### config.mk
export PLATFORM = sky130hd
export DESIGN_NAME = load_extract
export DESIGN_NICKNAME = d
export VERILOG_FILES = /design/src/logic/mem_pkg.sv /design/src/logic/load_extract.sv
export SDC_FILE = /design/constraint.sdc
export NUM_CORES = 1
export LEC_CHECK = 0
export ABC_CLOCK_PERIOD_IN_PS = 1600
export BUFFER_PORTS_ARGS = -buffer_cell sky130_fd_sc_hd__clkbuf_2
export CORE_UTILIZATION = 41
export DETAILED_ROUTE_END_ITERATION = 12
export GPL_ROUTABILITY_DRIVEN = 0
export PLACE_DENSITY_LB_ADDON = 0.12
export SETUP_SLACK_MARGIN = 0.2
export SYNTH_ARGS = -nofsm -noshare
export SYNTH_HDL_FRONTEND = slang
export SYNTH_SLANG_ARGS = --single-unit
### constraint.sdc
create_clock -name vclk -period 1.6
set_input_delay 0.32 -clock vclk [all_inputs]
set_output_delay 0.32 -clock vclk [all_outputs]
set_load 0.1 [all_outputs]
### src/logic/mem_pkg.sv
package mem_pkg;

	//////////////////////////////////////////////////////////////////////
	// Memory geometry
	//////////////////////////////////////////////////////////////////////

	// 4 KiB of data memory, byte addressed
	localparam int dm_addr_bits = 12;
	// Word index drops the two byte-offset bits
	localparam int dm_index_bits = dm_addr_bits - 2;
	// Depth in 32-bit words
	localparam int dm_words = 1024;

	// Write-enable levels
	localparam logic dm_write_enabled = 1'b1;
	localparam logic dm_write_disabled = 1'b0;

	//////////////////////////////////////////////////////////////////////
	// Operation codes
	//////////////////////////////////////////////////////////////////////

	// Load size and extension
	typedef enum logic [2:0] {
		load_word,
		load_half,
		load_half_u,
		load_byte,
		load_byte_u
	} load_op_t;

	// Store size
	typedef enum logic [1:0] {
		store_word,
		store_half,
		store_byte
	} store_op_t;

	//////////////////////////////////////////////////////////////////////
	// Memory word views
	//////////////////////////////////////////////////////////////////////

	// One word seen whole, as byte lanes or as half lanes
	// Lane 0 is the least significant (little-endian)
	typedef union packed {
		logic [31:0] word;
		logic [3:0][7:0] bytes;
		logic [1:0][15:0] halves;
	} mem_word_t;

endpackage

### src/logic/load_extract.sv
`timescale 1ns/1ns

module load_extract (
	input mem_pkg::mem_word_t read_word,
	input logic [1:0] byte_offset,
	input mem_pkg::load_op_t load_op,
	input logic load_ok,
	output logic [31:0] read_result
);

	//////////////////////////////////////////////////////////////////////
	// Lane select
	//////////////////////////////////////////////////////////////////////

	logic [15:0] half_sel;
	logic [7:0] byte_sel;
	logic [31:0] extended;

	// Upper half when offset bit 1 is set
	assign half_sel = read_word.halves[byte_offset[1]];
	// Addressed byte, lane 0 lowest
	assign byte_sel = read_word.bytes[byte_offset];

	//////////////////////////////////////////////////////////////////////
	// Extension
	//////////////////////////////////////////////////////////////////////

	always_comb begin
		case (load_op)
			mem_pkg::load_word: extended = read_word.word;
			// Sign from bit 15
			mem_pkg::load_half: extended = {{16{half_sel[15]}}, half_sel};
			mem_pkg::load_half_u: extended = {16'h0000, half_sel};
			// Sign from bit 7
			mem_pkg::load_byte: extended = {{24{byte_sel[7]}}, byte_sel};
			mem_pkg::load_byte_u: extended = {24'h000000, byte_sel};
			default: extended = 32'h0000_0000;
		endcase
	end

	// Suppressed or idle reads give zero
	assign read_result = load_ok ? extended : 32'h0000_0000;

endmodule

==> results of run 1 <==
==> metrics by stage <==
stage / TNS [ns] / area [um^2] / hold WS [ns] / setup WS [ns] / std cells
3_3_place_gp: -10.87 / 2270 / 1.05 / -0.422 / 241
2_1_floorplan: -16.74 / 1180 / 0.906 / -0.818 / 121
==> cells by family after synthesis <==
kind of cell | synth area share
AO/OA/AOI/OAI | 0.419
multiplexers | 0.249
buffers and inverters | 0.0901
AND/OR/NAND/NOR | 0.231
XOR/XNOR | 0.0105
==> out/results.txt, run 1 <==
Result of the run = stopped before the end
Stage at which the flow ended = detailed placement (3_5_place_dp)
Error that halted the flow = [ERROR DPL-0038] Utilization greater than 100%, impossible to legalize
Synthesized area divided by synthesized cell count = 6.89 um^2
Top area cells in the synthesized netlist = mux2_2 19%, a21oi_1 14%, nand2_1 8.6%, a222oi_1 8.4%, o21a_1 7.2%
Yosys warnings = 0
Post-synthesis sequential area ratio = 0
Cells after Synth = 121
Die Ht = 47.1 um
Net count of the mapped netlist = 159
Number of library cell types mapped by synthesis = 27
Cell with the most instances after synthesis = a21oi_1
Share of Yosys cell area claimed by the top area cell type = 0.189
Most common library cells after synthesis = 24 x a21oi_1, 19 x nand2_1, 14 x mux2_2
Row count = 15
Cell area after synthesis = 833 um^2
Number of port buffers = 70
Starting density of the core = 0.458
Total I/O pin count = 70
Die extent in x = 47.1 um
Area leader, netlist = mux2_2
==> run 2, diff against run 1 <==
- CORE_AREA: default -> 2 2 63 65
- CORE_UTILIZATION: 41 -> default
- DIE_AREA: default -> 0 0 65 67
- PLACE_DENSITY_LB_ADDON: 0.12 -> 0.15
- SETUP_SLACK_MARGIN: 0.2 -> default
==> out/results.txt, run 2 <==
Detailed-router iteration count before antenna repair = 4
Setup crit start kind = primary input
Top cell family by delay on the critical path = compound AO/OA/AOI/OAI gates
Result of the run = finished with violations
Cell chain of the critical path = buf_8 -> buf_8 -> or3b_4 -> o211ai_4 -> a222oi_1 -> nor2_4 -> buf_12
Drt total wl = 4.56 mm
Worst Setup End Kind = output port
Initial antenna violation count = 0
Max incr delay on CP = 0.49 ns
Number of diodes = 0
WHS Endpoint = read_result[19]
DP HPWL = 3.27 mm
Most numerous cell on the critical path = buf_8
Number of DRC markers after the initial detailed-route iteration = 35
Buffers and inverters on the worst path = 3
Post-synthesis simple-gate area fraction = 0.231 (unchanged)
FF+latch area = 0 um^2
Wire length of the first global-routing pass = 7.27 mm
Critical path fanouts, max = 7
Total I/O pin count = 70 (unchanged)
Fin worst setup slack = -0.370 ns
Starting density of the core = 0.231 (-0.227)
Net count of the mapped netlist = 159 (unchanged)
Most common library cells after synthesis = 24 x a21oi_1, 19 x nand2_1, 14 x mux2_2
Yosys warnings = 0 (unchanged)
Cell with the most instances after synthesis = a21oi_1
Number of placed instances with taps included = 274
VDD IR-drop max = 0.198 mV
Min cycle time layout = 1.97 ns
Data arrival time at the worst-slack endpoint = 1.65 ns
Routed wirelength normalized by instance count = 16.7 um
Overflow left after global routing = 0
Number of hold buffers added after cts = 0
Die Ht = 67 um (+42%)
CP Class = in -> out
HP Class = in -> out
Vias = 1393
Sequential cells = 0
Non-filler cells in the finished layout = 273
Number of library cell types mapped by synthesis = 27 (unchanged)
Synthesized area divided by synthesized cell count = 6.89 um^2 (unchanged)
Dominant combinational cell family by area after synthesis = compound AO/OA/AOI/OAI gates
Multi-input logic area = 1270 um^2
Number of max-cap violations = 0
Post-synthesis xor/xnor area fraction = 0.0105 (unchanged)
Die Footprint = 4360 um^2
Slew at the pin closest to its max-slew limit = 0.496 ns
Post-synthesis sequential area ratio = 0 (unchanged)
Violated checks = setup timing
Total Nets Final = 265
Tot GR Track Use = 0.209
Largest net degree at the start of global routing = 25
Crit path max-delay cell type = a222oi_1
Number of hold-slack violations in the final timing report = 0
Number of port buffers = 70 (unchanged)
Setup Total Neg Slack = -10.91 ns
Area leader, netlist = mux2_2
Growth of design area from synthesis to finish = 221%
Multiplexer fraction of the synthesized cell area = 0.249 (unchanged)
Static Leakage = 0.994 nW
Period utilisation layout = 1.23
Max-slew violation count = 0
Final number of setup-violating endpoints = 32
Top area cells in the synthesized netlist = mux2_2 19%, a21oi_1 14%, nand2_1 8.6%, a222oi_1 8.4%, o21a_1 7.2%
Compound-cell area share of the yosys netlist = 0.419 (unchanged)
Hold Path Origin = read_word[19]
DRC violations left = 0
Row count = 22 (+7)
Relative slew margins = 0.669
Required time at the worst-slack endpoint = 1.28 ns
Via count of the first global-routing pass = 1522
Cell area after synthesis = 833 um^2 (unchanged)
Core area = 3610 um^2
Unrepaired setup endpoints after global routing = yes
Share of Yosys cell area claimed by the top area cell type = 0.189 (unchanged)
Post-synthesis adder-cell area fraction = 0 (unchanged)
Vias per std cell = 5.10
Share of layout cells above drive strength 1 = 0.880
Filler instances = 255
Timing-limited maximum frequency = 508 MHz
Most common library cell in the layout ignoring fill and taps = buf_12
Hold Crit Depth = 4
Die extent in x = 65 um (+38%)
Cells after Synth = 121 (unchanged)
Detail Route Antenna Nets = 0
Commonest cells after routing, fill and taps aside = 36 x buf_12, 33 x clkbuf_2, 28 x buf_4
Power density over cell area = 371 nW/um^2
Count of clock-net buffers in the final layout = 0
==> run 2: cell counts after synthesis <==
Identical to the previous run, type by type.
==> run 2: worst max-delay path by stage <==
stage,startpoint,depth (start not counted),slack [ns],endpoint
after floorplan,byte_offset[1],5,-0.82,read_result[10]
after global placement,load_op[1],7,-0.45,read_result[0]
after detailed placement,load_op[1],8,-0.47,read_result[0]
after CTS,load_op[1],7,-0.42,read_result[4]
after global routing,load_op[1],7,-0.45,read_result[2]
final,load_op[1],7,-0.37,read_result[5]
==> run 2: cell families after synthesis <==
logic type | count (synthesis)
AOI/OAI and AO/OA | 53
and+or+nand+nor | 37
muxes | 19
buffers and inverters | 11
xor gates and xnor gates | 1
==> run 2: stage by stage <==
| step | setup slack [ns] | hold WS, ns | area (um^2) | total power, mW | utilization |
|---|---|---|---|---|---|
| final | -0.370 | 1.03 | 2670 | 0.991 | 0.741 |
| after global routing | -0.451 | 1.05 | 2670 | 1.03 | 0.741 |
| after CTS | -0.419 | 1.03 | 2570 | 0.951 | 0.714 |
| after detailed placement | -0.472 | 1.06 | 2350 | 0.886 | 0.651 |
| after global placement | -0.449 | 1.05 | 2350 | 0.876 | 0.651 |
| after floorplan | -0.818 | 0.906 | 1180 | 0.540 | - |
==> run 2: worst min-delay path, stage by stage <==
cell	delay, ns
clkbuf_2	0.10
nand2_2	0.07
a21oi_4	0.06
buf_12	0.16
==> run 2: layout make-up <==
class / instances / share of cell area
tap: 48 / 0.0225
multi-input combinational: 110 / 0.476
timing repair buffer: 115 / 0.502
==> run 2: timing repair <==
action,CTS,global route
setup endpoints to repair,32,32
gates cloned,1,0
setup buffers,5,0
gates resized for setup,51,26
pin swaps,24,22
==> run 2: metal layers <==
layer,up-vias,GRT usage,part of all wire
met5,-,0,0
met4,0,0.0372,0.0099
met3,4,0.0422,0.065
met2,48,0.394,0.53
met1,661,0.244,0.39
li1,680,-,-
==> run 2: power breakdown <==
| part | switching [mW] | internal (mW) | leakage, nW |
|---|---|---|---|
| Clock | 0 | 0 | 0 |
| Sequential | 0 | 0 | 0 |
| Combinational | 0.571 | 0.420 | 0.994 |
| Total | 0.571 | 0.420 | 0.994 |
(Power assumes the default switching activity.)
==> run 3, diff against run 2 <==
- REMOVE_ABC_BUFFERS: default -> 1
- SLEW_MARGIN: default -> 5
==> out/results.txt, run 3 (synthesis results as in run 2) <==
Initial antenna violation count = 0 (unchanged)
Result of the run = finished with violations
Detail Route Antenna Nets = 0 (unchanged)
HP Class = in -> out
Number of hold-slack violations in the final timing report = 0 (unchanged)
Die Ht = 67 um (unchanged)
Wire length of the first global-routing pass = 6.35 mm (-13%)
Number of DRC markers after the initial detailed-route iteration = 141 (+300%)
Required time at the worst-slack endpoint = 1.28 ns (about the same)
Total I/O pin count = 70 (unchanged)
Buffers and inverters on the worst path = 2 (-1)
Top cell family by delay on the critical path = simple AND/OR/NAND/NOR gates
Setup Total Neg Slack = -10.01 ns (+0.907 ns)
Post-layout total power = 0.900 mW (-9.2%)
Number of port buffers = 70 (unchanged)
Relative slew margins = 0.776 (+0.107)
Period utilisation layout = 1.26 (+0.0313)
Routed length on met1 = 1.71 mm (-4.6%)
Final number of setup-violating endpoints = 32 (unchanged)
Starting density of the core = 0.231 (unchanged)
Total length of routed met2 wires = 2.39 mm (-1.1%)
Layout Utilization = 0.664 (-0.0767)
Number of max-cap violations = 0 (unchanged)
Violated checks = setup timing
Cell chain of the critical path = buf_8 -> or4b_4 -> o211ai_4 -> a222oi_1 -> nor2_1 -> buf_12
Power density over cell area = 376 nW/um^2 (+1.3%)
Slew at the pin closest to its max-slew limit = 0.335 ns (-0.161 ns)
Timing-limited maximum frequency = 495 MHz (-2.5%)
Growth of design area from synthesis to finish = 188%
Routed wl met3 = 242 um (-18%)
Highest signal layer in the routed design = met4
Vias per std cell = 5.20 (+2.0%)
Filler instances = 279 (+9.4%)
Hold Path Origin = read_word[19]
Total Nets Final = 253 (-4.5%)
Overflow left after global routing = 0 (unchanged)
Critical path fanouts, max = 7 (unchanged)
Number of diodes = 0 (unchanged)
Crit path max-delay cell type = or4b_4
Data arrival time at the worst-slack endpoint = 1.70 ns (+0.05 ns)
Commonest cells after routing, fill and taps aside = 36 x buf_12, 35 x clkbuf_2, 25 x a21oi_4
Worst Setup End Kind = output port
Detailed-router iteration count before antenna repair = 5 (+1)
Fin worst setup slack = -0.420 ns (-0.0500 ns)
DRC violations left = 0 (unchanged)
Unrepaired setup endpoints after global routing = yes
Number of hold buffers added after cts = 0 (unchanged)
Count of clock-net buffers in the final layout = 0 (unchanged)
Die Footprint = 4360 um^2 (unchanged)
Largest net degree at the start of global routing = 19 (-24%)
Fin area = 2400 um^2 (-10%)
Static Leakage = 0.909 nW (-8.6%)
Setup crit start = load_op[0]
Tot GR Track Use = 0.180 (-0.0292)
Vias = 1358 (-2.5%)
Routed wirelength normalized by instance count = 16.7 um (+0.21%)
Sequential cells = 0 (unchanged)
Share of layout cells above drive strength 1 = 0.756 (-0.124)
DP HPWL = 3.00 mm (-8.3%)
Setup crit start kind = primary input
Row count = 22 (unchanged)
FF+latch area = 0 um^2 (unchanged)
Die extent in x = 65 um (unchanged)
CP Class = in -> out
Drt total wl = 4.36 mm (-4.2%)
Cell Area, Placed = 1850 um^2 (-21%)
Min cycle time layout = 2.02 ns (+0.0500 ns)
Most common library cell in the layout ignoring fill and taps = buf_12
Max incr delay on CP = 0.54 ns (+0.05 ns)
Core area = 3610 um^2 (unchanged)
Via count of the first global-routing pass = 1352 (-11%)
Max-slew violation count = 0 (unchanged)
VDD IR-drop max = 0.171 mV (-14%)
## run 3: cell count changes in the layout (fill, tap and decap cells not counted), moves of 2 or more
cell,previous run,this run
mux2i_4,4,2
o21ai_2,7,4
nor2_1,0,8
buf_8,7,2
nand2_2,11,0
nor2_4,8,0
buf_4,28,19
clkbuf_2,33,35
nand2_1,8,19
o21ai_1,2,5
## run 3: final timing paths
path / slack, ns / cells after the start / end
max: -0.42 / 6 / read_result[6]
min: 1.06 / 4 / read_result[19]
## run 3: final cells by class
cell class                 count  area, um^2  share of cell area
multi-input combinational    110        1130               0.472
timing repair buffer         103        1210               0.503
tap                           48        60.1              0.0251
## run 3: what timing repair did
action | CTS | global route
setup endpoints to repair | 32 | 32
hold endpoints to repair | 0 | 0
gates resized for setup | 41 | 63
pin swaps | 9 | 20
cloned | 0 | 2
setup buffers | 1 | 5
## run 3: report_power, final
group	switching (mW)	total (mW)	internal, mW	leakage, nW
clock	0	0	0	0
combinational	0.527	0.900	0.372	0.909
sequential	0	0	0	0
## run 3: stage by stage
stage	hold slack [ns]	setup slack [ns]	instances
finish	1.06	-0.420	261
detailed placement	1.05	-0.470	253
floorplan	1.21	-1.23	110
CTS	1.05	-0.429	254
global placement	1.04	-0.441	253
global route	1.07	-0.476	261
## run 3: per-layer routing
metal | vias up | GRT usage
li1 | 648 | -
met1 | 649 | 0.236
met2 | 59 | 0.341
met3 | 2 | 0.00507
met4 | 0 | 0.00798
met5 | - | 0
