File: src/logic/mem_pkg.sv
package mem_pkg;

	//////////////////////////////////////////////////////////////////////
	// Memory geometry
	//////////////////////////////////////////////////////////////////////

	// 4 KiB of data memory, byte addressed
	localparam int dm_addr_bits = 12;
	// Word index drops the two byte-offset bits
	localparam int dm_index_bits = dm_addr_bits - 2;
	// Depth in 32-bit words
	localparam int dm_words = 1024;

	// Write-enable levels
	localparam logic dm_write_enabled = 1'b1;
	localparam logic dm_write_disabled = 1'b0;

	//////////////////////////////////////////////////////////////////////
	// Operation codes
	//////////////////////////////////////////////////////////////////////

	// Load size and extension
	typedef enum logic [2:0] {
		load_word,
		load_half,
		load_half_u,
		load_byte,
		load_byte_u
	} load_op_t;

	// Store size
	typedef enum logic [1:0] {
		store_word,
		store_half,
		store_byte
	} store_op_t;

	//////////////////////////////////////////////////////////////////////
	// Memory word views
	//////////////////////////////////////////////////////////////////////

	// One word seen whole, as byte lanes or as half lanes
	// Lane 0 is the least significant (little-endian)
	typedef union packed {
		logic [31:0] word;
		logic [3:0][7:0] bytes;
		logic [1:0][15:0] halves;
	} mem_word_t;

endpackage

File: src/logic/store_align.sv
`timescale 1ns/1ns

module store_align (
	input logic [1:0] byte_offset,
	input logic [31:0] write_data,
	input mem_pkg::store_op_t store_op,
	output logic [3:0] byte_enable,
	output mem_pkg::mem_word_t lane_data
);

	//////////////////////////////////////////////////////////////////////
	// Lane data
	//////////////////////////////////////////////////////////////////////

	always_comb begin
		// Full word passes straight through
		lane_data.word = write_data;
		case (store_op)
			mem_pkg::store_half: begin
				// Low half copied into both half lanes
				for (int i = 0; i < 4; i++) begin
					lane_data.bytes[i] = (i % 2 == 0) ? write_data[7:0] : write_data[15:8];
				end
			end
			mem_pkg::store_byte: begin
				// Low byte copied into every lane
				for (int i = 0; i < 4; i++) begin
					lane_data.bytes[i] = write_data[7:0];
				end
			end
			default: begin
			end
		endcase
	end

	//////////////////////////////////////////////////////////////////////
	// Byte enables
	//////////////////////////////////////////////////////////////////////

	always_comb begin
		case (store_op)
			mem_pkg::store_word: byte_enable = 4'b1111;
			// Upper or lower half lane
			mem_pkg::store_half: byte_enable = byte_offset[1] ? 4'b1100 : 4'b0011;
			// Single lane picked by offset
			mem_pkg::store_byte: byte_enable = 4'b0001 << byte_offset;
			default: byte_enable = 4'b0000;
		endcase
	end

endmodule
File: config.mk
export PLATFORM = sky130hd
export DESIGN_NAME = store_align
export DESIGN_NICKNAME = d
export VERILOG_FILES = /design/src/logic/mem_pkg.sv /design/src/logic/store_align.sv
export SDC_FILE = /design/constraint.sdc
export NUM_CORES = 1
export LEC_CHECK = 0
export BUFFER_PORTS_ARGS = -buffer_cell sky130_fd_sc_hd__buf_2
export CAP_MARGIN = 20
export CORE_MARGIN = 5
export CORE_UTILIZATION = 37
export DETAILED_ROUTE_END_ITERATION = 12
export PLACE_DENSITY = 0.89
export SKIP_LAST_GASP = 1
export SYNTH_ARGS = -nofsm -noshare
export SYNTH_HDL_FRONTEND = slang
export SYNTH_SLANG_ARGS = --single-unit
File: constraint.sdc
create_clock -name vclk -period 2
set_input_delay 0.3 -clock vclk [all_inputs]
set_output_delay 0.3 -clock vclk [all_outputs]
set_load 0.02 [all_outputs]
# == After elaboration in Yosys (flattened, before gate mapping) ==
# Cells that the tools add are included.
# totals
reg_bits,0
input_bits,36
# classes
eq_ne,2
shifts,1
n_mux,3
reduce_logical,1
# ops
cell,count
one-hot mux 32 bit (2 select lines),1
one-hot mux 4 bit (3 select lines),1
two-way mux 4 bit,1
"<< shifter 1 x 2 -> 4 bit, first input constant",1
"equality test 2 x 1 -> 1 bit, second input constant",1
"equality test 2 bit, second input constant",1
logical NOT 2 bit,1

# == Logic depth before layout (Yosys ltp) ==
# Gate-level depths: netlist of run 1.
# logic_depth
ltp_word,2
ltp_mapped,6

# == Worst setup path after synthesis of run 1 ==
# No wires, ideal clock.
# synth_path
kind,input -> output
start,in store_op[1]
end,out byte_enable[0]
arrival_time_ps,1355
required_time_ps,1700
slack_ps,345
stages,5
path_buffers,1
path_cell_list,inv_1 ha_1 buf_2 nor2_1 a211oi_1
# synth_via
elab_chain_len,2
# synth_rtl
item,line_no,rtl
from (decl),store_align.sv:6,"input mem_pkg::store_op_t store_op,"
"equality test 2 bit, or another cell as far along",store_align.sv:41,case (store_op)
one-hot mux 4 bit (3 select lines) (*),store_align.sv:41,
to (decl),store_align.sv:7,"output logic [3:0] byte_enable,"
# Mark *: on every way between the ends. The rest lies on a longest branch, timed or not.

==> impl_metrics.json, run 1 <==
{
  "die_h_microns": 49.1,
  "min_from": "write_data[3]",
  "met2_usage_pct": 32.2,
  "io_pins": 72,
  "seqCellArea_sq_um": 0,
  "worst-setup-path-type": "input pin to output pin",
  "yosys-top-cells-count": "inv_1 (10), nor2_1 (10), a21oi_1 (9)",
  "grt_pass1_wl_mm": 3.45,
  "drive_gt1_share_pct": 51.7,
  "grt_util_all_layers_pct": 16.3,
  "syn-num-nets": 132,
  "yosys-top-cells-area": "a22o_1 (12%), ha_1 (11%), a22oi_1 (11%)",
  "synthCells": 91,
  "final_area_sq_um": 865,
  "syn_to_final_growth_pct": 52.5,
  "hold_viol": 0,
  "via_per_inst": 5.16,
  "first_global_vias": 812,
  "hold_buffers": 0,
  "port_buffers": 72,
  "die_area_sq_um": 2410,
  "grt_use_met3_pct": 3.36,
  "nClkBuffers": 0,
  "crit_top_cell": "buf_2",
  "required_ns": 1.70,
  "layout.nets": 194,
  "core_area_sq_um": 1470,
  "grt_overflow": 0,
  "grt_max_degree": 15,
  "maxSlewHeadroom_pct": 74.4,
  "crit_family": "simple AND/OR/NAND/NOR gates",
  "cts-resized-gates": 0,
  "dp_hpwl_mm": 1.83,
  "period_needed_ns": 1.79,
  "cap_violations": 0,
  "ant_nets": 0,
  "crit_fanout": 10,
  "ys_seq_area_share_pct": 0,
  "crit_path_end_kind": "output pin",
  "cp-start-kind": "input pin",
  "vias": 862,
  "maxClockFrequency_ghz": 0.560,
  "syn_area_sq_um": 567,
  "slew_violations": 0,
  "synth_cell_types": 19,
  "worst-slew-pin-transition_ns": 0.384,
  "critPathLaunch": "store_op[0]",
  "fillers": 167,
  "cp_data_arrival_time_ns": 1.49,
  "drtIter0Drc": 2,
  "synth_top_area_share_pct": 12.4,
  "grt-busiest-layer": "met2",
  "rsz0062_at_grt": "false",
  "place_area_sq_um": 865,
  "finalSetupViolCount": 0,
  "antennaDiodeCount": 0,
  "p_leak_nw": 0.539,
  "period_share_pct": 89.3,
  "ir_worst_vdd_v": 0.000159,
  "status": "finished clean",
  "start_util_pct": 38.5,
  "cpMaxStageDelayCell": "nor2_2",
  "yosys.area.top_type": "a22o_1",
  "detail_route.wl_per_cell_microns": 12.5,
  "num_rows": 14,
  "power.density_nw_per_um2": 389,
  "ys_warn_count": 0,
  "final.setup.tns_ns": 0,
  "routabilityCongestion": 0.789,
  "drtPass1Iterations": 2,
  "wl_mm": 2.09,
  "postLayoutCoreUtil_pct": 58.8,
  "synth_area_per_cell_sq_um": 6.23,
  "hp-class": "input pin to output pin",
  "die_x_microns": 49.1,
  "fin_hold_ws_ns": 0.871,
  "postCtsSetupRepairBufs": 0,
  "design.seq.count": 0,
  "met1_usage_pct": 16.7,
  "path_cells": "buf_2, inv_1, ha_1, nor2_2, o22ai_1, buf_2",
  "route.detailed.drc": 0,
  "antenna_found_initial": 0,
  "path_buf_inv": 3,
  "max_stage_delay_ns": 0.36
}
==> placed cells by master (no fill, tap or decap) <==
cell      instances
a22oi_1           8
ha_1              5
inv_1            10
nor3_1            1
a22o_1            8
buf_2            72
nor2_2            1
o21bai_1          1
nor2_1           10
a211oi_1          2
nand2_1           8
o22ai_1           8
nand2b_1          2
buf_4             4
and2_4            1
nor2b_1           1
a21oi_1           9
==> final cells by class <==
| type | count | area (sq um) | share of cell area, % |
|---|---|---|---|
| Tap cell | 16 | 20.0 | 2.32 |
| Multi-Input combinational cell | 65 | 417 | 48.2 |
| Timing Repair Buffer | 76 | 390 | 45.2 |
| Inverter | 10 | 37.5 | 4.34 |
==> metal layers <==
metal / vias to the layer above / routed length [microns]
li1: 433 / -
met1: 386 / 728
met2: 39 / 1150
met3: 4 / 180
met4: 0 / 33
met5: - / 0
==> metrics by stage <==
stage	worst slack (ns)	cells	total power [mW]
floorplan	0.345	91	0.223
global placement	0.249	167	0.330
detailed placement	0.195	167	0.339
CTS	0.195	167	0.339
global route	0.115	167	0.366
finish	0.214	167	0.336
==> logic make-up after synthesis <==
group | Yosys count | share of synthesized area, %
adder cells (fa/ha/maj) | 5 | 11.0
buffers and inverters | 26 | 26.5
AO/OA/AOI/OAI | 36 | 43.7
AND/OR/NAND/NOR | 24 | 18.8
==> path summary, 6_finish.rpt <==
path / to / slack [ns] / cells past startpoint
hold / removal: lane_data[3] / 0.87 / 2
setup / recovery: lane_data[16] / 0.21 / 6
==> power by group <==
group	switching (mW)	internal, mW	leakage [nW]
Combinational	0.206	0.130	0.539
Sequential	0	0	0
Clock	0	0	0
Total	0.206	0.130	0.539
Note: power is estimated with default switching activity, not from simulation.
==> inputs of run 2 (changes only) <==
--- a/config.mk
+++ b/config.mk
@@ -11,6 +11,7 @@
 export CORE_UTILIZATION = 37
 export DETAILED_ROUTE_END_ITERATION = 12
 export PLACE_DENSITY = 0.89
+export REMOVE_ABC_BUFFERS = 1
 export SKIP_LAST_GASP = 1
 export SYNTH_ARGS = -nofsm -noshare
 export SYNTH_HDL_FRONTEND = slang
==> constraint.sdc (replaced) <==
create_clock -name vclk -period 2
set_input_delay 0 -clock vclk [all_inputs]
set_output_delay 0 -clock vclk [all_outputs]
set_load 0.02 [all_outputs]
==> impl_metrics.json, run 2 (same netlist as run 1, synthesis figures left out) <==
{
  "drive_gt1_share_pct": 50.7,
  "hold_viol": 0,
  "crit_fanout": 19,
  "io_pins": 72,
  "seqCellArea_sq_um": 0,
  "power_mw": 0.328,
  "cp-endpoint": "lane_data[13]",
  "drtIter0Drc": 9,
  "syn_to_final_growth_pct": 48.6,
  "required_ns": 2.00,
  "wl_mm": 2.10,
  "final_area_sq_um": 842,
  "status": "finished clean",
  "ir_worst_vdd_v": 0.000189,
  "die_area_sq_um": 2410,
  "cp-start-kind": "input pin",
  "p_leak_nw": 0.524,
  "ant_nets": 0,
  "cts-resized-gates": 0,
  "crit_path_end_kind": "output pin",
  "finalSetupViolCount": 0,
  "worst-setup-path-type": "input pin to output pin",
  "cap_violations": 0,
  "layout.nets": 191,
  "core_area_sq_um": 1470,
  "maxSlewHeadroom_pct": 66.9,
  "grt_pass1_wl_mm": 3.27,
  "final.setup.tns_ns": 0,
  "vias": 831,
  "period_needed_ns": 1.48,
  "hp-class": "input pin to output pin",
  "slew_violations": 0,
  "grt_overflow": 0,
  "dp_hpwl_mm": 1.81,
  "power.density_nw_per_um2": 390,
  "num_rows": 14,
  "drtPass1Iterations": 4,
  "cp_data_arrival_time_ns": 1.48,
  "hold_buffers": 0,
  "first_global_vias": 783,
  "route.detailed.drc": 0,
  "design.seq.count": 0,
  "place_area_sq_um": 842,
  "routabilityCongestion": 0.729,
  "antennaDiodeCount": 0,
  "hold_path_depth": 2,
  "die_h_microns": 49.1,
  "detail_route.wl_per_cell_microns": 12.8,
  "grt_max_degree": 20,
  "postCtsSetupRepairBufs": 0,
  "period_share_pct": 74.1,
  "via_per_inst": 5.07,
  "start_util_pct": 38.5,
  "nClkBuffers": 0,
  "layout_commonest_cell": "buf_2",
  "grt_util_all_layers_pct": 15.3,
  "die_x_microns": 49.1,
  "critPathLaunch": "store_op[0]",
  "antenna_found_initial": 0,
  "rsz0062_at_grt": "false",
  "port_buffers": 72,
  "worst-slew-pin-transition_ns": 0.497,
  "most-common-layout-cells": "buf_2 (72), inv_1 (10), nor2_1 (10)",
  "maxClockFrequency_ghz": 0.674
}
[run 2: cell types whose count changed in the layout (fill, tap and decap cells not counted), sizes merged]
cell / change
buf: -3
[run 2: power breakdown]
group          internal [mW]  total, mW  leakage [nW]  switching (mW)
Clock                      0          0             0               0
Sequential                 0          0             0               0
Combinational          0.124      0.328         0.524           0.204
[run 2: worst min-delay path by stage]
stage                        from           end  slack (ns)
detailed placement  write_data[4]  lane_data[4]        0.27
global placement    write_data[4]  lane_data[4]        0.27
global route        write_data[4]  lane_data[4]        0.28
CTS                 write_data[4]  lane_data[4]        0.27
floorplan           write_data[0]  lane_data[0]           0
finish              write_data[4]  lane_data[4]        0.27
[run 2: cell type report]
class | instances | area [sq um]
Fill cell | 159 | 629
Multi-Input combinational cell | 65 | 417
Timing Repair Buffer | 73 | 368
Inverter | 10 | 37.5
Tap cell | 16 | 20.0
[run 2: stage by stage]
step / util (%) / std cells / hold WS, ns / setup WS, ns
finish: 57.2 / 164 / 0.271 / 0.517
global route: 57.2 / 164 / 0.275 / 0.386
CTS: 57.2 / 164 / 0.273 / 0.517
detailed placement: 57.2 / 164 / 0.272 / 0.515
global placement: 57.2 / 164 / 0.272 / 0.589
floorplan: - / 75 / 0 / 0.621
[run 2: metal layers]
layer / part of all wire [%] / vias up / global-route usage (%)
li1: - / 430 / -
met1: 41 / 364 / 17.8
met2: 52 / 37 / 30.0
met3: 7.0 / 0 / 2.14
met4: 0 / 0 / 0.897
met5: 0 / - / 0
[run 2: critical path, cell delays in order]
cell and delay [ns]:
buf_2 0.11, inv_1 0.07, ha_1 0.60, nand2b_1 0.30, a22o_1 0.25, buf_2 0.16
==> inputs of run 3 (changes only) <==
--- a/config.mk
+++ b/config.mk
@@ -5,12 +5,13 @@
 export SDC_FILE = /design/constraint.sdc
 export NUM_CORES = 1
 export LEC_CHECK = 0
+export ABC_AREA = 1
 export BUFFER_PORTS_ARGS = -buffer_cell sky130_fd_sc_hd__buf_2
 export CAP_MARGIN = 20
 export CORE_MARGIN = 5
-export CORE_UTILIZATION = 37
+export CORE_UTILIZATION = 35
 export DETAILED_ROUTE_END_ITERATION = 12
-export PLACE_DENSITY = 0.89
+export PLACE_DENSITY = 0.83
 export REMOVE_ABC_BUFFERS = 1
 export SKIP_LAST_GASP = 1
 export SYNTH_ARGS = -nofsm -noshare
==> constraint.sdc (replaced) <==
create_clock -name vclk -period 1.5
set_input_delay 0 -clock vclk [all_inputs]
set_output_delay 0 -clock vclk [all_outputs]
set_load 0.02 [all_outputs]
==> impl_metrics.json, run 3 <==
{
  "die_h_microns": 51.5,
  "antenna_found_initial": 0,
  "cts-resized-gates": 0,
  "fin_hold_ws_ns": 0.252,
  "crit_fanout": 24,
  "status": "finished clean",
  "hold_buffers": 0,
  "grt_util_all_layers_pct": 14.6,
  "crit_top_cell": "buf_2",
  "die_area_sq_um": 2650,
  "synth_most_common_cell": "nand2_1",
  "grt_overflow": 0,
  "yosys.area.top_type": "nand2_1",
  "layout_commonest_cell": "nand2_1",
  "yosys-top-cells-area": "nand2_1 (47%), buf_4 (11%), ha_1 (10%)",
  "finalSetupViolCount": 0,
  "hold_viol": 0,
  "nClkBuffers": 0,
  "core_area_sq_um": 1690,
  "worst-slew-pin-transition_ns": 0.354,
  "maxClockFrequency_ghz": 0.867,
  "worst-setup-path-type": "input pin to output pin",
  "start_util_pct": 35.7,
  "drtPass1Iterations": 2,
  "first_global_vias": 801,
  "yosys-top-cells-count": "nand2_1 (76), inv_1 (13), buf_4 (9), o21ai_0 (8), nor2_1 (6)",
  "grt_max_degree": 25,
  "cp-start-kind": "input pin",
  "die_x_microns": 51.5,
  "cpMaxStageDelayCell": "ha_1",
  "required_ns": 1.50,
  "cap_violations": 0,
  "p_leak_nw": 0.672,
  "port_buffers": 72,
  "crit_path_end_kind": "output pin",
  "layout.nets": 232,
  "power.density_nw_per_um2": 461,
  "dp_hpwl_mm": 1.67,
  "grt_pass1_wl_mm": 3.22,
  "max_stage_delay_ns": 0.34,
  "hold_path_depth": 2,
  "synth_cell_types": 12,
  "path_cells": "buf_2, inv_1, ha_1, inv_2, nand2_1, o21ai_0, buf_2",
  "via_per_inst": 4.31,
  "setup_ws_ns": 0.346,
  "routabilityCongestion": 0.736,
  "maxSlewHeadroom_pct": 76.4,
  "ys_warn_count": 0,
  "syn_area_sq_um": 603,
  "drive_gt1_share_pct": 40.2,
  "detail_route.wl_per_cell_microns": 9.43,
  "critPathLaunch": "store_op[0]",
  "ant_nets": 0,
  "multi_input_area_sq_um": 444,
  "hp-class": "input pin to output pin",
  "seqCellArea_sq_um": 0,
  "postLayoutCoreUtil_pct": 52.9,
  "drtIter0Drc": 3,
  "slew_violations": 0,
  "antennaDiodeCount": 0,
  "period_share_pct": 76.9,
  "wl_mm": 1.94,
  "period_needed_ns": 1.15,
  "most-common-layout-cells": "nand2_1 (76), buf_2 (72), inv_1 (13)",
  "fillers": 193,
  "syn_to_final_growth_pct": 48.1,
  "vias": 888,
  "cp_data_arrival_time_ns": 1.15,
  "pre_cts_ws_ns": 0.321,
  "postCtsSetupRepairBufs": 0,
  "rsz0062_at_grt": "false",
  "synth_top_area_share_pct": 47.3,
  "synthCells": 128,
  "io_pins": 72,
  "cp-endpoint": "lane_data[19]",
  "ir_worst_vdd_v": 0.000176,
  "ys_seq_area_share_pct": 0,
  "design.seq.count": 0,
  "num_rows": 15,
  "route.detailed.drc": 0,
  "final.setup.tns_ns": 0,
  "synth_area_per_cell_sq_um": 4.71
}
## run 3: changes by cell type after synthesis, moves of 2 or more
cell and change:
o21ai_0 +8, o22ai_1 -8, nand2b_1 -2, buf_2 -4
a211oi_1 -2, nand2_1 +68, a22o_1 -8, inv_1 +3
nand3_1 +2, a21oi_1 -6, nor2_1 -4, a22oi_1 -8
## run 3: logic make-up (layout without fill, tap and decap cells)
group	Yosys count	in the layout	share of synthesized area, %
AOI/OAI and AO/OA	12	12	10.6
adders and majority gates	5	5	10.4
buffers and inverters	27	88	26.3
and+or+nand+nor	84	84	52.7
## run 3: worst min path at each step
stage	end	slack (ns)	startpoint
after global placement	lane_data[5]	0.25	write_data[5]
after detailed placement	lane_data[5]	0.25	write_data[5]
after CTS	lane_data[5]	0.25	write_data[5]
after global routing	lane_data[5]	0.26	write_data[5]
after floorplan	lane_data[0]	0	write_data[0]
final	lane_data[6]	0.25	write_data[6]
## run 3: where the power goes
group | internal [mW] | switching, mW | total (mW)
Combinational | 0.146 | 0.265 | 0.412
Clock | 0 | 0 | 0
Sequential | 0 | 0 | 0
Total | 0.146 | 0.265 | 0.412
## run 3: cell type report
type | instances | share of cell area, %
Timing Repair Buffer | 74 | 42.0
Inverter | 14 | 5.88
Tap cell | 17 | 2.38
Multi-Input combinational cell | 101 | 49.7
## run 3: through the flow
stage / cells / cell area (sq um) / power (mW)
after floorplan: 115 / 497 / 0.231
after global placement: 206 / 893 / 0.415
after detailed placement: 206 / 893 / 0.417
after CTS: 206 / 893 / 0.419
after global routing: 206 / 893 / 0.461
final: 206 / 893 / 0.412
## run 3: critical path, delay by kind of cell
| family | cells | cell delay, ns |
|---|---|---|
| simple gates | 1 | 0.08 |
| buf+inv | 4 | 0.65 |
| fa+ha+maj | 1 | 0.34 |
| compound gates | 1 | 0.08 |
## run 3: routing by layer
layer,wire length [microns],up-vias,part of all wire (%),GRT usage [%]
met2,931,38,48,26.9
met3,240,0,12,3.15
li1,-,496,-,-
met5,0,-,0,0
met4,0,0,0,0
met1,770,354,40,18.2
