[src/logic/mem_pkg.sv]
package mem_pkg;

	//////////////////////////////////////////////////////////////////////
	// Memory geometry
	//////////////////////////////////////////////////////////////////////

	// 4 KiB of data memory, byte addressed
	localparam int dm_addr_bits = 12;
	// Word index drops the two byte-offset bits
	localparam int dm_index_bits = dm_addr_bits - 2;
	// Depth in 32-bit words
	localparam int dm_words = 1024;

	// Write-enable levels
	localparam logic dm_write_enabled = 1'b1;
	localparam logic dm_write_disabled = 1'b0;

	//////////////////////////////////////////////////////////////////////
	// Operation codes
	//////////////////////////////////////////////////////////////////////

	// Load size and extension
	typedef enum logic [2:0] {
		load_word,
		load_half,
		load_half_u,
		load_byte,
		load_byte_u
	} load_op_t;

	// Store size
	typedef enum logic [1:0] {
		store_word,
		store_half,
		store_byte
	} store_op_t;

	//////////////////////////////////////////////////////////////////////
	// Memory word views
	//////////////////////////////////////////////////////////////////////

	// One word seen whole, as byte lanes or as half lanes
	// Lane 0 is the least significant (little-endian)
	typedef union packed {
		logic [31:0] word;
		logic [3:0][7:0] bytes;
		logic [1:0][15:0] halves;
	} mem_word_t;

endpackage

[src/logic/mem_ctrl.sv]
`timescale 1ns/1ns

module mem_ctrl (
	input logic clk,
	input logic reset,
	input logic [31:0] read_addr,
	input logic [31:0] write_addr,
	input logic read_enable,
	input logic write_enable,
	input mem_pkg::load_op_t load_op,
	input mem_pkg::store_op_t store_op,
	output logic load_ok,
	output logic store_ok,
	output logic fault
);

	//////////////////////////////////////////////////////////////////////
	// Range checks
	//////////////////////////////////////////////////////////////////////

	logic read_out_of_range;
	logic write_out_of_range;
	logic read_misaligned;
	logic write_misaligned;
	logic read_legal;
	logic write_legal;
	logic bad_access;

	// Anything above the decoded bits lies past the end of memory
	assign read_out_of_range = |read_addr[31:mem_pkg::dm_addr_bits];
	assign write_out_of_range = |write_addr[31:mem_pkg::dm_addr_bits];

	//////////////////////////////////////////////////////////////////////
	// Alignment checks
	//////////////////////////////////////////////////////////////////////

	// Load alignment by size
	always_comb begin
		case (load_op)
			mem_pkg::load_word: read_misaligned = |read_addr[1:0];
			mem_pkg::load_half,
			mem_pkg::load_half_u: read_misaligned = read_addr[0];
			mem_pkg::load_byte,
			mem_pkg::load_byte_u: read_misaligned = 1'b0;
			// Unused codes are never legal
			default: read_misaligned = 1'b1;
		endcase
	end

	// Store alignment by size
	always_comb begin
		case (store_op)
			mem_pkg::store_word: write_misaligned = |write_addr[1:0];
			mem_pkg::store_half: write_misaligned = write_addr[0];
			mem_pkg::store_byte: write_misaligned = 1'b0;
			// Unused code is never legal
			default: write_misaligned = 1'b1;
		endcase
	end

	assign read_legal = !read_out_of_range && !read_misaligned;
	assign write_legal = !write_out_of_range && !write_misaligned;

	// Gated enables for the datapath
	assign load_ok = read_enable && read_legal;
	assign store_ok = (write_enable == mem_pkg::dm_write_enabled) && write_legal;

	//////////////////////////////////////////////////////////////////////
	// Fault pulse
	//////////////////////////////////////////////////////////////////////

	// Any enabled access that got suppressed this cycle
	assign bad_access = (read_enable && !read_legal) || (write_enable && !write_legal);

	// Reported one cycle later
	always_ff @(posedge clk) begin
		if (reset) begin
			fault <= 1'b0;
		end else begin
			fault <= bad_access;
		end
	end

endmodule

[config.mk]
export PLATFORM = sky130hd
export DESIGN_NAME = mem_ctrl
export DESIGN_NICKNAME = d
export VERILOG_FILES = /design/src/logic/mem_pkg.sv /design/src/logic/mem_ctrl.sv
export SDC_FILE = /design/constraint.sdc
export NUM_CORES = 1
export LEC_CHECK = 0
export BUFFER_PORTS_ARGS = -buffer_cell sky130_fd_sc_hd__buf_2
export CORE_AREA = 2 2 39 41
export CTS_BUF_LIST = sky130_fd_sc_hd__clkbuf_4
export CTS_CLUSTER_SIZE = 30
export DETAILED_ROUTE_END_ITERATION = 16
export DIE_AREA = 0 0 41 43
export GPL_ROUTABILITY_DRIVEN = 0
export PLACE_DENSITY = 0.76
export SLEW_MARGIN = 0
export SYNTH_ARGS = -nofsm -noshare
export SYNTH_HDL_FRONTEND = slang
export SYNTH_SLANG_ARGS = --single-unit
[constraint.sdc]
create_clock -name clk -period 3.29 [get_ports clk]
set_clock_uncertainty 0.1 [all_clocks]
set_input_delay 0.4935 -clock clk [delete_from_list [all_inputs] [get_ports clk]]
set_output_delay 0.4935 -clock clk [all_outputs]
set_load 0.01 [all_outputs]
======== After elaboration in Yosys (flattened, before gate mapping) ========
Cells that the tools add are included.
operators by class
  eq/ne operators ......................... 6
  multiplexer cells ....................... 2
  reduce and logical (&&, ||, !) cells .... 21
operators with widths
  cell                  count
  $reduce_or A20 Y1     2
  $reduce_or A2 Y1      4
  $eq A3 B2 Y1 const B  2
  $logic_and A1 B1 Y1   6
  $logic_not A1 Y1      6
  $pmux W1 S3           2
  $eq A3 B1 Y1 const B  1
  $eq A3 B3 Y1 const B  1
  $logic_not A3 Y1      1
  $eq A2 B1 Y1 const B  1
  $eq A2 B2 Y1 const B  1
  $logic_not A2 Y1      1
  $logic_or A1 B1 Y1    1
word-level totals
  register bits after elaboration ......... 1
  input port bits ......................... 73
  output and inout bits ................... 3

======== Depth between registers and ports, before layout ========
Gate-level depths: netlist (run 1).
  word-level depth ........................ 8
  mapped depth ............................ 5
  depth with buffers taken out ............ 5

======== Least setup slack after synthesis (run 1) ========
OpenSTA, ideal clock, no wires.
  path type ............................... input-to-output
  start ................................... input port read_addr[31]
  end ..................................... output port load_ok
  arrival ................................. 1.207 ns
  data required time ...................... 2.697 ns
  setup slack ............................. 1.489 ns
  cell stages on the path ................. 4
  path through ............................ nor4_1 and4_1 o2111ai_1 nor2_1
on the way
  longest elaborated chain between the ends .. 4
RTL lines
  element              line            RTL
  from (decl)          mem_ctrl.sv:6   input logic [31:0] read_addr,
  $reduce_or A20 Y1    mem_ctrl.sv:30  assign read_out_of_range = |read_addr[31:mem_pkg::dm_addr_bits];
  $logic_not A1 Y1     mem_ctrl.sv:61  assign read_legal = !read_out_of_range && !read_misaligned;
  $logic_and A1 B1 Y1  mem_ctrl.sv:61
  $logic_and A1 B1 Y1  mem_ctrl.sv:65  assign load_ok = read_enable && read_legal;
  to (decl)            mem_ctrl.sv:12  output logic load_ok,
Every way passes these cells.

======== Worst setup path in the final report (run 1) ========
  start ................................... input port write_addr[29]
  end ..................................... output port store_ok
on the way
  longest elaborated chain between the ends .. 4
RTL lines
  element              line            RTL
  from (decl)          mem_ctrl.sv:7   input logic [31:0] write_addr,
  $reduce_or A20 Y1    mem_ctrl.sv:31  assign write_out_of_range = |write_addr[31:mem_pkg::dm_addr_bits];
  $logic_not A1 Y1     mem_ctrl.sv:62  assign write_legal = !write_out_of_range && !write_misaligned;
  $logic_and A1 B1 Y1  mem_ctrl.sv:62
  $logic_and A1 B1 Y1  mem_ctrl.sv:66  assign store_ok = (write_enable == mem_pkg::dm_write_enabled) && write_legal;
  to (decl)            mem_ctrl.sv:13  output logic store_ok,
Every way passes these cells.

==> results of run 1 <==
-- synth_stat cells --
cell type  number
nor4_1          9
inv_1           3
nor2_1          3
clkinv_1        2
a211oi_1        1
a21o_1          1
a21oi_1         1
a2bb2oi_1       1
a32o_1          1
and4_1          1
dfxtp_1         1
nand3_1         1
nand4b_1        1
nor4_2          1
o2111ai_1       1
o21ai_0         1
-- final cells by class --
class / instances / area [µm²] / area share
multi-input combinational: 23 / 155.1 / 0.3171
tap: 16 / 20.02 / 0.04092
timing repair buffer: 55 / 275.3 / 0.5627
inverter: 5 / 18.77 / 0.03836
sequential: 1 / 20.02 / 0.04092
-- stage by stage --
step	hold slack [ns]	util	power [mW]	cell area, µm²
finish	0.6523	0.3535	0.05444	489.2
global route	0.6878	0.3535	0.06020	489.2
CTS	0.6581	0.3535	0.05520	489.2
detailed placement	0.6581	0.3535	0.05509	489.2
global placement	0.6510	0.3535	0.05376	489.2
floorplan	0.5477	-	0.02199	193.9
-- routing by layer --
layer,GRT usage,vias up
met3,0,0
met5,0,-
li1,-,231
met4,0,0
met1,0.07937,190
met2,0.2000,30
-- cell families (layout without fill, tap and decap cells) --
| family | count (synthesis) | after routing | share of synthesized area |
|---|---|---|---|
| compound gates | 7 | 7 | 0.2710 |
| simple gates | 16 | 16 | 0.5290 |
| buf+inv | 5 | 60 | 0.09678 |
| flops | 1 | 1 | 0.1032 |
-- power groups by stage --
stage / clock (mW) / combinational, mW / sequential, mW
after CTS: 0 / 0.0417 / 0.0135
after global placement: 0 / 0.0402 / 0.0135
after detailed placement: 0 / 0.0415 / 0.0135
final: 0 / 0.0409 / 0.0135
after global routing: 0 / 0.0465 / 0.0137
after floorplan: 0 / 0.00786 / 0.0141
-- final timing paths --
kind           start        to
max   write_addr[29]  store_ok
min      read_enable     fault
==> summary.txt, run 1 <==
Layout
  • Top flop regs: fault: 1 flops
  • Max FFs per register: 1
  • Most flops, register: fault
  • Most common cell after layout, fill and taps aside: buf_2
  • Share of layout cells above drive strength 1: 0.6667
  • ANT cells: 0
  • Most frequent cells in the layout: buf_2, nor4_1, inv_1, nor2_1, clkinv_1
  • Area growth from synthesis to layout: 152.3%
  • Finished Layout Cells: 100
  • Fin nets: 159
  • Filler cell count: 144

Logic synthesis
  • Synthesized Nets: 102
  • Netlist cell types: 16
  • Synth Instances: 29
  • Synthesized flop and latch total: 1
  • Seq/Total Area, Yosys: 0.1032
  • Yosys top cell area share: 0.2903
  • Syn_area_per_cell: 6.687 µm²
  • Post-synth top area cell: nor4_1
  • Yosys warning count: 0
  • Synth Cell Area: 193.9 µm²
  • Synth area leaders: nor4_1, dfxtp_1, nor4_2, inv_1, nor2_1

Power
  • Comb pwr share: 0.751
  • P_sw: 14.06 µW
  • Net Sw Frac: 0.2583
  • Leakage power: 0.2809 nW
  • Cell Pwr Density: 111.3 nW/µm²
  • Peak supply drop: 0.00002815 V
  • Clk pwr share: 0
  • Int Pwr: 40.38 µW
  • Flop pwr share: 0.249

Floorplan
  • DIE AREA: 1763 µm²
  • Die span in x: 41 µm
  • Core area: 1384 µm²
  • Vert. Die Dim: 43 µm
  • Row count: 14
  • I/O Pins: 76
  • Initial Util: 0.1401

Outcome
  • Status: finished clean

Timing
  • Setup ws final: 1.269 ns
  • Final setup TNS: 0 ns
  • Setup violators final: 0
  • Fmax achieved: 494.8 MHz
  • Post-layout min period: 2.021 ns
  • Final Hold Fails: 0
  • Slew @ Worst Pin: 0.2499 ns
  • Worst slew margin: 0.8319
  • RSZ-0062 raised after global routing: no
  • Pins over their slew limit: 0
  • Crit share post-route: 0.6142

Critical path
  • Critical path class: primary input to primary output
  • Crit. End Element: primary output
  • Buf/Inv on CP: 2
  • Crit-path max cell delay: 0.28 ns
  • Most frequent CP cell: buf_2
  • Worst path required time: 2.70 ns
  • CP max-delay cell: nor4_1
  • Levels on crit path: 6
  • Cell family with most CP delay: simple AND/OR/NAND/NOR gates
  • Type of origin of the critical path: primary input
  • Critical Path, Cell by Cell: buf_2 > nor4_1 > nand3_1 > nand4b_1 > nor2_1 > buf_2
  • Crit path max fanout: 2
  • WP data arrival: 1.43 ns

Detailed routing
  • Vias per inst: 4.510
  • Met1 WL: 257 µm
  • Post-DRT Antenna Nets: 0
  • Avg WL per Cell: 8.320 µm
  • DRT Pass-1 Iters: 2
  • Vias: 451
  • DRT Wirelength: 832 µm
  • Drt drc: 0
  • DR iter-0 viols: 5
  • Max Used Layer: met3
  • Met2 wire len: 464 µm
  • Met3 wire length: 110 µm

Place
  • Post-DP HPWL: 833.5 µm
  • Dpl ws: 1.248 ns
  • Placed Cells: 100
  • IO Port Bufs: 55

GRT
  • First-pass GRT wire length: 1193 µm
  • GR Overflow Total: 0
  • GRT Util Overall: 0.08900
  • Initial antenna violation count: 0
  • Pin count of the biggest net entering global routing: 3
  • Vias in the first global route: 373

Clock network
  • Cts hold-fix bufs: 0
  • Post CTS Setup Buffer Count: 0
  • Clk pin slew, worst setup/hold paths: 0 ns
  • # resized after CTS: 0

Min path
  • HP Class: primary input to flip-flop
  • Cell count of the worst hold path: 2

Job
  • Max_cap viols: 0
Power figures use the tool's default switching activity.
==> run 2: changes to the inputs <==
Settings changed: CORE_AREA 2 2 39 41 to not set, CORE_MARGIN set to 2, CORE_UTILIZATION set to 14, DIE_AREA 0 0 41 43 to not set.
Clock period 3.29 ns to 1.67 ns, I/O delays scaled along.
==> run 2 against run 1 <==
  * Wire length up 12%
  * Sequential cell count unchanged
  * Setup slack worse by 1.1 ns
  * Sequential power up 97%
  * Global-route usage down 0.26 points
  * Highest routed layer unchanged
  * Sequential share of layout area down 0.21 points
  * Design area up 5.4%
  * Power up 110%
  * Largest cell class unchanged
  * Worst hold slack worse by 0.24 ns
  * Die area down 3.6%
  * Critical path type unchanged
==> summary.txt, run 2 (synthesis results as in run 1) <==
Layout
  • Most common cell after layout, fill and taps aside: buf_2
  • Most frequent cells in the layout: buf_2, nor4_1, inv_1, nor2_1
  • Multi-input logic area: 182.7 µm²
  • Area growth from synthesis to layout: 165.8%
  • Top flop regs: fault: 1 flops
  • Max FFs per register: 1
  • ANT cells: 0
  • Final core utilization: 0.3962
  • Share of layout cells above drive strength 1: 0.7024
  • Register Area: 20.02 µm²
  • Most flops, register: fault
  • Fin nets: 159
  • Filler cell count: 152

Job
  • Max_cap viols: 0

Place
  • Post-DP HPWL: 871.8 µm
  • Dpl ws: 0.07525 ns
  • IO Port Bufs: 55

Floorplan
  • I/O Pins: 76
  • Core area: 1301 µm²
  • Die span in x: 41.22 µm
  • DIE AREA: 1699 µm²
  • Initial Util: 0.1490
  • Vert. Die Dim: 41.22 µm
  • Row count: 13

GRT
  • Met1 usage: 0.08254
  • M2 GR Usage: 0.2031
  • Initial antenna violation count: 0
  • Most Used Layer, Global Route: met2
  • Pin count of the biggest net entering global routing: 3
  • GR Layer Usage met3: 0
  • First-pass GRT wire length: 1035 µm
  • Vias in the first global route: 298
  • GRT Util Overall: 0.08638
  • GR Overflow Total: 0

Power
  • Peak supply drop: 0.00008774 V
  • Cell Pwr Density: 220.0 nW/µm²
  • Leakage power: 0.2834 nW

Min path
  • HP Class: primary input to flip-flop

Timing
  • Post-layout min period: 1.532 ns
  • Pins over their slew limit: 0
  • Crit share post-route: 0.9177
  • Final Hold Fails: 0
  • Setup violators final: 0
  • Final setup TNS: 0 ns
  • Worst slew margin: 0.7888
  • Fmax achieved: 652.5 MHz
  • RSZ-0062 raised after global routing: no
  • Hold Slack: 0.4115 ns
  • Slew @ Worst Pin: 0.3139 ns
  • Setup ws final: 0.1375 ns

Critical path
  • Critical path class: primary input to primary output
  • WP data arrival: 1.18 ns
  • Type of origin of the critical path: primary input
  • Crit path max fanout: 2
  • Crit. End Element: primary output
  • Worst path required time: 1.32 ns

Clock network
  • Cts hold-fix bufs: 0
  • Post CTS Setup Buffer Count: 0
  • Clk pin slew, worst setup/hold paths: 0 ns

Detailed routing
  • Vias: 440
  • DR iter-0 viols: 3
  • Drt drc: 0
  • DRT Wirelength: 930 µm
  • DRT Pass-1 Iters: 2
  • Post-DRT Antenna Nets: 0
  • Vias per inst: 4.444
  • Avg WL per Cell: 9.394 µm

Outcome
  • Status: finished clean
## run 2: changes by cell type in the layout (fill, tap and decap cells not counted)
cell,before,now
nor4_1,9,7
nor4_2,1,2
nor4_4,0,1
o2111ai_1,1,0
o2111ai_2,0,1
## run 2: critical path: stages
cell       delay, ns
buf_2           0.11
nor4_4          0.25
and4_1          0.22
o2111ai_2       0.11
nor2_1          0.11
buf_2           0.13
## run 2: stage by stage
stage	instances	area [µm²]	power, mW
floorplan	29	193.9	0.04332
global placement	99	488.0	0.1062
detailed placement	99	488.0	0.1082
CTS	99	488.0	0.1085
global route	99	515.5	0.1237
finish	99	515.5	0.1134
## run 2: final cells by class
class | count | area share
Sequential cell | 1 | 0.03883
Timing Repair Buffer | 55 | 0.5340
Inverter | 5 | 0.03641
Multi-Input combinational cell | 23 | 0.3544
Tap cell | 15 | 0.03641
## run 2: final timing paths
path                       to  cells after the start  slack [ns]          start
worst min-delay path    fault                      2        0.41    read_enable
worst max-delay path  load_ok                      6        0.14  read_addr[31]
## run 2: routing by layer
layer / vias to the layer above / share of wire
met2: 31 / 0.54
met5: - / 0
met1: 178 / 0.32
li1: 231 / -
met3: 0 / 0.13
met4: 0 / 0
## run 2: where the power goes
part	total [mW]	switching [mW]	leakage, nW	internal, mW
Sequential	0.0266	0.000283	0.00843	0.0263
Combinational	0.0868	0.0322	0.275	0.0547
Clock	0	0	0	0
Total	0.113	0.0325	0.283	0.0809
## run 2: what timing repair did
item	CTS	global route
gates resized for setup	0	4
endpoints found under the hold margin	0	0
endpoints found under the setup margin	0	1
==> run 3: changes to the inputs <==
Settings changed: PLACE_DENSITY 0.76 to 0.86.
==> run 3 against run 2 <==
  * Fmax fell by 0.49%
  * Setup slack lost 0.0076 ns
  * Combinational power is 2.8% lower
  * Final cell count unchanged
  * Utilization is 0.67 points lower
  * Sequential cell count did not move
  * Sequential power is essentially flat
  * Global-route usage down 0.11 points
  * Die area stayed put
  * Power is 2.0% lower
  * Via count up 3.2%
==> summary.txt, run 3 (synthesis results as in run 1) <==
Timing
  • Fmax achieved: 649.3 MHz
  • Slew @ Worst Pin: 0.2462 ns
  • Worst slew margin: 0.8344
  • Crit share post-route: 0.9222
  • Setup violators final: 0
  • Pins over their slew limit: 0
  • RSZ-0062 raised after global routing: no
  • Final Hold Fails: 0
  • Post-layout min period: 1.540 ns
  • Final setup TNS: 0 ns
  • Setup ws final: 0.1300 ns

GRT
  • Initial antenna violation count: 0
  • First-pass GRT wire length: 1021 µm
  • GR Overflow Total: 0
  • Vias in the first global route: 294
  • GRT Util Overall: 0.08527
  • Pin count of the biggest net entering global routing: 3

Min path
  • HP Class: primary input to flip-flop
  • Cell count of the worst hold path: 2
  • Worst hold path startpoint: read_enable
  • Worst Hold Endpoint: fault

Power
  • Cell Pwr Density: 219.3 nW/µm²
  • Peak supply drop: 0.00009704 V
  • Leakage power: 0.2823 nW

Place
  • Placed Cells: 99
  • Dpl ws: 0.1010 ns
  • IO Port Bufs: 55

Layout
  • Finished Layout Cells: 99
  • Top flop regs: fault: 1 flops
  • Share of layout cells above drive strength 1: 0.7024
  • Area growth from synthesis to layout: 161.3%
  • Final core utilization: 0.3894
  • Max FFs per register: 1
  • Most frequent cells in the layout: buf_2, nor4_1, nor4_2, inv_1, nor2_1
  • ANT cells: 0
  • Most flops, register: fault
  • Fin nets: 159
  • Most common cell after layout, fill and taps aside: buf_2

Floorplan
  • Core area: 1301 µm²
  • DIE AREA: 1699 µm²
  • Die span in x: 41.22 µm
  • Vert. Die Dim: 41.22 µm
  • Row count: 13
  • Initial Util: 0.1490
  • I/O Pins: 76

Detailed routing
  • Vias: 454
  • Vias per inst: 4.586
  • DRT Pass-1 Iters: 1
  • Post-DRT Antenna Nets: 0
  • Avg WL per Cell: 8.980 µm
  • DRT Wirelength: 889 µm
  • Drt drc: 0
  • DR iter-0 viols: 0

Outcome
  • Status: finished clean

Clock network
  • Clk pin slew, worst setup/hold paths: 0 ns
  • Cts hold-fix bufs: 0

Critical path
  • Critical Path, Cell by Cell: buf_2 > nor4_1 > nand3_1 > nand4b_1 > nor2_1 > buf_2
  • CP max-delay cell: nor4_1
  • Critical path class: primary input to primary output
  • WP data arrival: 1.19 ns
  • Crit. End Element: primary output
  • Crit-path max cell delay: 0.28 ns
  • Most frequent CP cell: buf_2
  • Worst path required time: 1.32 ns
  • Cell family with most CP delay: simple AND/OR/NAND/NOR gates
  • Buf/Inv on CP: 2
  • Crit path max fanout: 2
  • Type of origin of the critical path: primary input

Job
  • Max_cap viols: 0
-- run 3: what timing repair did --
item,4_1_cts,5_1_grt
buffers inserted,0,0
gates resized for setup,0,3
setup endpoints to repair,0,2
-- run 3: worst max-delay path by stage --
stage	startpoint	endpoint	slack [ns]	cells after the start
2_1_floorplan	read_addr[31]	load_ok	0.36	4
3_3_place_gp	read_addr[31]	load_ok	0.09	6
3_5_place_dp	read_addr[31]	load_ok	0.10	6
4_1_cts	read_addr[31]	load_ok	0.10	6
5_1_grt	write_addr[25]	store_ok	0.005	6
6_report	write_addr[25]	store_ok	0.13	6
-- run 3: area by class of cell --
class                   instances  area (µm²)
fillers                       152       794.5
inverters                       5       18.77
multi-input cells              23       173.9
flip-flops and latches          1       20.02
well taps                      15       18.77
repair buffers                 55       275.3
-- run 3: stage by stage --
step           hold slack (ns)  instance area, µm²  power (mW)
2_1_floorplan           0.3047               193.9     0.04332
3_3_place_gp            0.4072               488.0      0.1055
3_5_place_dp            0.4116               488.0      0.1083
4_1_cts                 0.4119               488.0      0.1085
5_1_grt                 0.4327               506.7      0.1223
6_report                0.4083               506.7      0.1111
-- run 3: where the power goes --
group	switching [mW]	total (mW)	internal, mW
combinational	0.0301	0.0844	0.0543
sequential	0.000440	0.0268	0.0263
clock	0	0	0
-- run 3: layer usage --
metal / wire [µm] / global-route usage
met1: 301 / 0.09524
met2: 484 / 0.1797
met3: 103 / 0.005435
met4: 0 / 0
met5: 0 / 0
